[src/board_pkg.sv]
/*
 * Board package
 * Widths of the CSR bus and the GPIO vectors, reset and LED timing
 * constants, and the vector types built on them
 */
package board_pkg;

	// ------------------------------------------------------------------
	// Bus and GPIO widths
	// ------------------------------------------------------------------
	localparam int CSR_ADDR_W = 14;
	localparam int CSR_DATA_W = 32;

	// Buttons in the low bits, DIP switches above
	localparam int BTN_W = 5;
	localparam int DIP_W = 8;
	localparam int GPIO_IN_W = BTN_W + DIP_W;

	// LEDs, button LEDs and LCD lines
	localparam int GPIO_OUT_W = 14;

	// ------------------------------------------------------------------
	// Timing
	// ------------------------------------------------------------------
	// Flash/codec reset counter, top bit releases the reset
	localparam int FLASH_RST_W = 8;

	// About 10 ms of debounce at the board clock
	localparam int DEBOUNCE_W_DEF = 20;

	// Long enough for a single UART bit to be seen
	localparam int STRETCH_W_DEF = 19;

	// ------------------------------------------------------------------
	// Vector types
	// ------------------------------------------------------------------
	typedef logic [CSR_ADDR_W-1:0] csr_addr_t;
	typedef logic [CSR_DATA_W-1:0] csr_data_t;
	typedef logic [GPIO_IN_W-1:0]  gpio_in_t;
	typedef logic [GPIO_OUT_W-1:0] gpio_out_t;

endpackage

[src/csr_map_pkg.sv]
/*
 * CSR map package
 * Block select of the GPIO controller on the CSR bus, its register
 * offsets and the read-only system ID
 */
package csr_map_pkg;

	// ------------------------------------------------------------------
	// Address fields
	// ------------------------------------------------------------------
	// Block select lives in address bits 13..10
	typedef logic [3:0] csr_blk_t;

	// Word offset inside a block, address bits 1..0
	typedef logic [1:0] csr_reg_t;

	// ------------------------------------------------------------------
	// GPIO controller
	// ------------------------------------------------------------------
	localparam csr_blk_t GPIO_CSR_BLOCK = 4'h1;

	// Register offsets
	localparam csr_reg_t REG_GPIO_IN   = 2'd0;
	localparam csr_reg_t REG_GPIO_OUT  = 2'd1;
	localparam csr_reg_t REG_IRQ_EN    = 2'd2;
	localparam csr_reg_t REG_SYSTEM_ID = 2'd3;

	// Board identification, reads back as ASCII "BSC1"
	localparam logic [31:0] SYSTEM_ID = 32'h42534331;

endpackage

[src/reset_seq.sv]
/*
 * Reset sequencer
 * Debounces the board reset into a long system reset and releases
 * the flash/codec reset well before the system reset ends
 */
`timescale 1ns/1ps

module reset_seq
	import board_pkg::*;
#(
	parameter int DEBOUNCE_W = DEBOUNCE_W_DEF
) (
	input  logic sys_clk,
	input  logic rst1,
	output logic sys_rst_o,
	output logic flash_rst_n_o
);

	// Board reset seen one cycle late, arms the debounce count
	logic rst1_q;

	logic [DEBOUNCE_W-1:0]  debounce_cnt;
	logic [FLASH_RST_W-1:0] flash_cnt;

	// ------------------------------------------------------------------
	// Debounce
	// ------------------------------------------------------------------
	always_ff @(posedge sys_clk) begin
		rst1_q <= rst1;
	end

	// Any low level on the board reset restarts the full count
	always_ff @(posedge sys_clk) begin
		if (!rst1 || !rst1_q) begin
			debounce_cnt <= '1;
		end else if (debounce_cnt != '0) begin
			debounce_cnt <= debounce_cnt - DEBOUNCE_W'(1);
		end
	end

	// System reset held until the count has run out
	always_ff @(posedge sys_clk) begin
		if (!rst1) begin
			sys_rst_o <= 1'b1;
		end else begin
			sys_rst_o <= (debounce_cnt != '0);
		end
	end

	// ------------------------------------------------------------------
	// Flash/codec reset
	// ------------------------------------------------------------------
	// Boot flash needs time to wake up before the CPU fetches from it
	// Codec wants its reset held for about a microsecond
	always_ff @(posedge sys_clk) begin
		if (!rst1) begin
			flash_cnt <= '0;
		end else if (!flash_cnt[FLASH_RST_W-1]) begin
			flash_cnt <= flash_cnt + FLASH_RST_W'(1);
		end
	end

	// Top bit sticks once set
	assign flash_rst_n_o = flash_cnt[FLASH_RST_W-1];

endmodule

[src/activity_led.sv]
/*
 * Activity LED
 * Stretches low pulses of a serial line into an LED pulse long
 * enough to see
 */
`timescale 1ns/1ps

module activity_led
	import board_pkg::*;
#(
	parameter int STRETCH_W = STRETCH_W_DEF
) (
	input  logic sys_clk,
	input  logic rst1,
	input  logic line_i,
	output logic led_o
);

	logic [STRETCH_W-1:0] stretch_cnt;
	logic                 trigger;

	// Start bits and zero bits both retrigger
	// Board reset also lights the LED as a lamp test
	assign trigger = !rst1 || !line_i;

	always_ff @(posedge sys_clk) begin
		if (trigger) begin
			stretch_cnt <= '1;
		end else if (stretch_cnt != '0) begin
			stretch_cnt <= stretch_cnt - STRETCH_W'(1);
		end
	end

	// Registered LED drive
	// lights on the first edge of a low level, not one later
	always_ff @(posedge sys_clk) begin
		led_o <= trigger || (stretch_cnt != '0);
	end

endmodule

[src/gpio_in_sync.sv]
/*
 * GPIO input synchronizer
 * Brings buttons and switches into the clock domain and flags a
 * change of any enabled input with a one-cycle interrupt
 */
`timescale 1ns/1ps

module gpio_in_sync
	import board_pkg::*;
(
	input  logic     sys_clk,
	input  logic     sys_rst_i,
	input  gpio_in_t gpio_i,
	input  gpio_in_t irq_en_i,
	output gpio_in_t gpio_sync_o,
	output logic     gpio_irq_o
);

	// Two flops against metastability, then the previous sample
	gpio_in_t sync_q1;
	gpio_in_t sync_q2;
	gpio_in_t prev_q;
	gpio_in_t changed;

	// ------------------------------------------------------------------
	// Synchronizer
	// ------------------------------------------------------------------
	always_ff @(posedge sys_clk) begin
		sync_q1 <= gpio_i;
		sync_q2 <= sync_q1;
		prev_q  <= sync_q2;
	end

	assign gpio_sync_o = sync_q2;

	// ------------------------------------------------------------------
	// Change detect
	// ------------------------------------------------------------------
	// Edges in either direction, masked by the enables
	assign changed = (sync_q2 ^ prev_q) & irq_en_i;

	// One pulse per change, lands on the third edge after the input
	always_ff @(posedge sys_clk) begin
		if (sys_rst_i) begin
			gpio_irq_o <= 1'b0;
		end else begin
			gpio_irq_o <= |changed;
		end
	end

endmodule

[src/gpio_csr.sv]
/*
 * GPIO CSR block
 * Input read-back, output register, interrupt enable mask and the
 * system ID, on the plain CSR bus with registered read data
 */
`timescale 1ns/1ps

module gpio_csr
	import board_pkg::*;
	import csr_map_pkg::*;
(
	input  logic      sys_clk,
	input  logic      sys_rst_i,
	input  csr_addr_t csr_a_i,
	input  logic      csr_we_i,
	input  csr_data_t csr_dw_i,
	input  gpio_in_t  gpio_sync_i,
	output csr_data_t csr_dr_o,
	output gpio_out_t gpio_out_o,
	output gpio_in_t  irq_en_o
);

	logic      blk_sel;
	logic      csr_wr;
	csr_reg_t  reg_off;
	csr_data_t rd_data;

	// ------------------------------------------------------------------
	// Address decode
	// ------------------------------------------------------------------
	// Bits 9..2 are not decoded, registers alias across the block
	assign blk_sel = (csr_a_i[13:10] == GPIO_CSR_BLOCK);
	assign reg_off = csr_a_i[1:0];
	assign csr_wr  = csr_we_i && blk_sel;

	// ------------------------------------------------------------------
	// Writable registers
	// ------------------------------------------------------------------
	always_ff @(posedge sys_clk) begin
		if (sys_rst_i) begin
			gpio_out_o <= '0;
			irq_en_o   <= '0;
		end else if (csr_wr) begin
			case (reg_off)
				REG_GPIO_OUT: begin
					gpio_out_o <= csr_dw_i[GPIO_OUT_W-1:0];
				end
				REG_IRQ_EN: begin
					irq_en_o <= csr_dw_i[GPIO_IN_W-1:0];
				end
				// Inputs and ID are read-only
				default: begin
				end
			endcase
		end
	end

	// ------------------------------------------------------------------
	// Read path
	// ------------------------------------------------------------------
	// Narrow registers zero-extended to the bus
	always_comb begin
		case (reg_off)
			REG_GPIO_IN: begin
				rd_data = csr_data_t'(gpio_sync_i);
			end
			REG_GPIO_OUT: begin
				rd_data = csr_data_t'(gpio_out_o);
			end
			REG_IRQ_EN: begin
				rd_data = csr_data_t'(irq_en_o);
			end
			default: begin
				rd_data = SYSTEM_ID;
			end
		endcase
	end

	// Zero when not selected
	// lets the bus master OR all blocks together
	always_ff @(posedge sys_clk) begin
		if (sys_rst_i) begin
			csr_dr_o <= '0;
		end else if (blk_sel) begin
			csr_dr_o <= rd_data;
		end else begin
			csr_dr_o <= '0;
		end
	end

endmodule

[src/board_top.sv]
/*
 * Board system glue
 * Reset conditioning, UART activity LEDs, the GPIO controller and
 * the mapping of its outputs onto LEDs and the LCD
 */
`timescale 1ns/1ps

module board_top
	import board_pkg::*;
#(
	parameter int DEBOUNCE_W = DEBOUNCE_W_DEF,
	parameter int STRETCH_W  = STRETCH_W_DEF
) (
	input  logic             sys_clk,
	input  logic             rst1,

	// Front panel
	input  logic [BTN_W-1:0] btn_i,
	input  logic [DIP_W-1:0] dipsw_i,

	// Serial lines, monitored only
	input  logic             uart_rxd_i,
	input  logic             uart_txd_i,

	// CSR bus
	input  csr_addr_t        csr_a_i,
	input  logic             csr_we_i,
	input  csr_data_t        csr_dw_i,
	output csr_data_t        csr_dr_o,

	// Resets and interrupt
	output logic             sys_rst_o,
	output logic             flash_rst_n_o,
	output logic             gpio_irq_o,

	// LEDs and LCD
	output logic [3:0]       led_o,
	output logic [BTN_W-1:0] btnled_o,
	output logic             lcd_e_o,
	output logic             lcd_rs_o,
	output logic             lcd_rw_o,
	output logic [3:0]       lcd_d_o
);

	logic      tx_act;
	logic      rx_act;
	gpio_in_t  gpio_in;
	gpio_in_t  gpio_sync;
	gpio_in_t  irq_en;
	gpio_out_t gpio_out;

	// ------------------------------------------------------------------
	// Resets
	// ------------------------------------------------------------------
	reset_seq #(
		.DEBOUNCE_W(DEBOUNCE_W)
	) u_reset_seq (
		.sys_clk      (sys_clk),
		.rst1         (rst1),
		.sys_rst_o    (sys_rst_o),
		.flash_rst_n_o(flash_rst_n_o)
	);

	// ------------------------------------------------------------------
	// UART activity
	// ------------------------------------------------------------------
	activity_led #(
		.STRETCH_W(STRETCH_W)
	) tx_led (
		.sys_clk(sys_clk),
		.rst1   (rst1),
		.line_i (uart_txd_i),
		.led_o  (tx_act)
	);

	activity_led #(
		.STRETCH_W(STRETCH_W)
	) rx_led (
		.sys_clk(sys_clk),
		.rst1   (rst1),
		.line_i (uart_rxd_i),
		.led_o  (rx_act)
	);

	// ------------------------------------------------------------------
	// GPIO controller
	// ------------------------------------------------------------------
	// DIP switches above the buttons
	assign gpio_in = {dipsw_i, btn_i};

	gpio_in_sync u_gpio_in_sync (
		.sys_clk    (sys_clk),
		.sys_rst_i  (sys_rst_o),
		.gpio_i     (gpio_in),
		.irq_en_i   (irq_en),
		.gpio_sync_o(gpio_sync),
		.gpio_irq_o (gpio_irq_o)
	);

	gpio_csr u_gpio_csr (
		.sys_clk    (sys_clk),
		.sys_rst_i  (sys_rst_o),
		.csr_a_i    (csr_a_i),
		.csr_we_i   (csr_we_i),
		.csr_dw_i   (csr_dw_i),
		.gpio_sync_i(gpio_sync),
		.csr_dr_o   (csr_dr_o),
		.gpio_out_o (gpio_out),
		.irq_en_o   (irq_en)
	);

	// ------------------------------------------------------------------
	// Output mapping
	// ------------------------------------------------------------------
	// LED0 TX, LED1 RX, upper two from software
	assign led_o    = {gpio_out[1:0], rx_act, tx_act};
	assign btnled_o = gpio_out[6:2];

	// LCD in 4-bit mode
	assign lcd_e_o  = gpio_out[7];
	assign lcd_rs_o = gpio_out[8];
	assign lcd_rw_o = gpio_out[9];
	assign lcd_d_o  = gpio_out[13:10];

endmodule

[config.mk]
export PLATFORM = sky130hd
export DESIGN_NAME = board_top
export DESIGN_NICKNAME = d
export VERILOG_FILES = /design/src/board_pkg.sv /design/src/csr_map_pkg.sv /design/src/reset_seq.sv /design/src/activity_led.sv /design/src/gpio_in_sync.sv /design/src/gpio_csr.sv /design/src/board_top.sv
export SDC_FILE = /design/constraint.sdc
export NUM_CORES = 1
export LEC_CHECK = 0
export BUFFER_PORTS_ARGS = -buffer_cell sky130_fd_sc_hd__buf_2
export CAP_MARGIN = 10
export CORE_AREA = 2 2 117 119
export CTS_CLUSTER_SIZE = 8
export DETAILED_ROUTE_END_ITERATION = 7
export DIE_AREA = 0 0 119 121
export HOLD_SLACK_MARGIN = 0.03
export PLACE_DENSITY_LB_ADDON = 0.2
export SYNTH_ARGS = -nofsm -noshare
export SYNTH_HDL_FRONTEND = slang
export SYNTH_SLANG_ARGS = --single-unit
[constraint.sdc]
create_clock -name sys_clk -period 3.1 [get_ports sys_clk]
set_input_delay 0.31 -clock sys_clk [delete_from_list [all_inputs] [get_ports sys_clk]]
set_output_delay 0.31 -clock sys_clk [all_outputs]
set_load 0.02 [all_outputs]
==> flow_summary.json <==
{
  "yosys-top-cells-count": "dfxtp_1 (152), nor2_1 (91), mux2i_1 (59), and3_1 (28), a21oi_1 (25)",
  "cp_slowest_cell": "and3_1",
  "synth_largest_area_cell": "dfxtp_1",
  "antenna_left": 0,
  "antenna_cells": 0,
  "drc": 0,
  "critPathRequiredTime_ns": 3.40,
  "p_per_area_nw_per_um2": 556,
  "synth_warnings": 0,
  "tns_ns": 0,
  "grt-busiest-layer": "met2",
  "syn_avg_cell_area_um2": 9.55,
  "path_clk_slew_ns": 0.06,
  "r2r-start": "rx_led.stretch_cnt[0]",
  "startpoint_type": "flop",
  "synth_most_common_cell": "dfxtp_1",
  "io_pins": 115,
  "grt.met3_usage_pct": 4.93,
  "fmax_ghz": 0.466,
  "vias_per_cell": 5.55,
  "synth-seq-cells": 152,
  "globalRouteMet1Util_pct": 24.3,
  "reg2reg_depth": 6,
  "ir_worst_vdd_mv": 0.351,
  "insertion_delay_ns": 0.42,
  "die_w_um": 119,
  "worstMarginPinSlew_ns": 0.880,
  "grt_max_degree": 27,
  "htreeDepth": 4,
  "yosysSeqAreaShare_pct": 47.3,
  "synth_ff_type": "dfxtp_1",
  "synth_edf_count": 0,
  "die-area_um2": 14400,
  "synth_top_area_share_pct": 47.3,
  "p_leak_uw": 0.00301,
  "grt_pass1_wl_um": 22600,
  "rsz0062_at_grt": "false",
  "slew_viol_final": 0,
  "final_area_um2": 7560,
  "synth_area_um2": 6430,
  "area_growth_pct": 17.6,
  "maxCapViolCount": 0,
  "timing.critical_path.from": "rx_led.stretch_cnt[0]",
  "wl_um": 13700,
  "fin_skew_ns": 0.00768,
  "crit_cells": 6,
  "clock_sinks": 152,
  "wl_per_cell_um": 14.7,
  "postPlaceCellArea_um2": 6840,
  "hold_violations": 0,
  "cp_cell_sequence": "inv_1, ha_1, nor4b_1, and3_1, a211oi_1, or3_1",
  "numPortBuffers": 77,
  "cts-root-buf": "clkbuf_16",
  "floorplan.initialDensity_pct": 49.1,
  "critPathKind": "reg -> reg",
  "fp.dieH_um": 121,
  "grt_antenna_before_repair": 0,
  "rrSetupSlack_ns": 0.96,
  "post_cts_buffers": 0,
  "routed-via-count": 5205,
  "arrival_ns": 2.45,
  "hold_slack_ns": 0.138,
  "nNetsFinal": 819,
  "synthTopCellsByArea": "dfxtp_1 (47%), mux2i_1 (9.2%), nor2_1 (5.3%)",
  "core_area_um2": 13100,
  "dr.first_iter.drc_count": 352,
  "fin_crit_sh_pct": 69.2,
  "final_util_pct": 57.8,
  "cts_tree": "done",
  "post-route-min-period_ns": 2.14,
  "clockBufferDepth": 2,
  "rows": 42,
  "critPathBufInv": 1,
  "hp-class": "in -> reg",
  "nFillCells": 1162,
  "first_global_vias": 4777,
  "dp_hpwl_um": 9320,
  "drt_pass1_iterations": 5,
  "drive_above_1_share_pct": 17.2,
  "crit_end": "rx_led.stretch_cnt[6]",
  "rr_endpoint": "rx_led.stretch_cnt[6]",
  "cts_buffers": 17,
  "grt_use_met2_pct": 32.8,
  "grt_overflow": 0,
  "critPathTopFamily": "simple AND/OR/NAND/NOR gates",
  "synth_cells": 673,
  "status": "completed",
  "max-slew-margin-rel_pct": 41.2,
  "max_stage_delay_ns": 0.55,
  "grt_usage_pct": 19.4,
  "synthArstFlopShare_pct": 0,
  "gp_congestion": 0.850,
  "endpoint_kind": "flop",
  "finalSetupViolCount": 0,
  "cp_max_fo": 13,
  "yosysUniqueCellTypes": 58
}
## state kept, by name (all words and copies together), names as in the netlist, 8 cells and up
name and cells:
rx_led.stretch_cnt 19, tx_led.stretch_cnt 19, u_gpio_csr.csr_dr_o 15, u_gpio_csr.gpio_out_o 14
u_gpio_csr.irq_en_o 13, u_gpio_in_sync.gpio_sync_o 13, u_gpio_in_sync.prev_q 13, u_gpio_in_sync.sync_q1 13
u_reset_seq.debounce_cnt 20, u_reset_seq.flash_cnt 8
## kinds of logic (layout without fill, tap and decap cells)
group	count (synthesis)	count (layout)	synth area share (%)
AO/OA/AOI/OAI	106	106	11.8
XOR/XNOR	20	20	2.72
adder cells (fa/ha/maj)	7	7	1.36
buffers and inverters	59	137	4.81
flip-flops	152	152	47.3
multiplexers	64	64	10.1
other	1	11	0.0583
AND/OR/NAND/NOR	264	264	21.9
## cells in the final DEF (no fill, tap or decap), types with 22 or more instances in the layout
master,instances
buf_2,77
a21oi_1,25
nor3_1,22
and3_1,28
nand2_1,22
mux2i_1,59
dfxtp_1,152
nor2_1,91
## layout make-up
cell class	instances	area (um^2)	share of cell area, %
clock buffer	18	439	5.81
multi-input combinational	472	3110	41.2
inverter	10	37.5	0.497
sequential	152	3040	40.3
tap	176	220	2.91
clock inverter	14	150	1.99
timing repair buffer	95	553	7.32
## timing repair
action,4_1_cts,5_1_grt
hold endpoints to repair,13,0
gates resized for setup,0,0
hold buffers,13,0
## metrics by stage
step | worst slack, ns | power (uW) | std cells
final | 0.956 | 4200 | 937
after global routing | 0.702 | 4350 | 937
after CTS | 0.964 | 4240 | 937
after detailed placement | 0.770 | 2200 | 892
after global placement | 0.826 | 2200 | 892
after floorplan | 1.25 | 2160 | 683
## routing by layer
metal  wire length [um]  part of all wire, %  vias to the layer above
li1                   -                    -                     2570
met5                  0                    0                        -
met3                750                  5.5                       18
met2               6540                   48                      157
met4                204                  1.5                        0
met1               6260                   46                     2460
## tightest hold or removal path, stage by stage
cell     delay (ns)
buf_2          0.08
mux2i_1        0.05
nor2_1         0.08
## worst min-delay path by stage
| stage | startpoint | to | slack, ns | cells past startpoint |
|---|---|---|---|---|
| floorplan | u_gpio_in_sync.sync_q1[0] | u_gpio_in_sync.gpio_sync_o[0] | 0.31 | 0 |
| finish | csr_dw_i[13] | u_gpio_csr.gpio_out_o[13] | 0.14 | 3 |
| global placement | u_gpio_in_sync.sync_q1[11] | u_gpio_in_sync.gpio_sync_o[11] | 0.31 | 0 |
| global route | csr_dw_i[11] | u_gpio_csr.irq_en_o[11] | 0.14 | 3 |
| CTS | csr_dw_i[13] | u_gpio_csr.gpio_out_o[13] | 0.13 | 3 |
| detailed placement | u_gpio_in_sync.sync_q1[1] | u_gpio_in_sync.gpio_sync_o[1] | 0.31 | 0 |
## power breakdown
part | switching (uW) | internal [uW]
logic | 87.3 | 71.1
clock network | 873 | 1160
registers | 24.1 | 1990
Power figures use the tool's default switching activity.
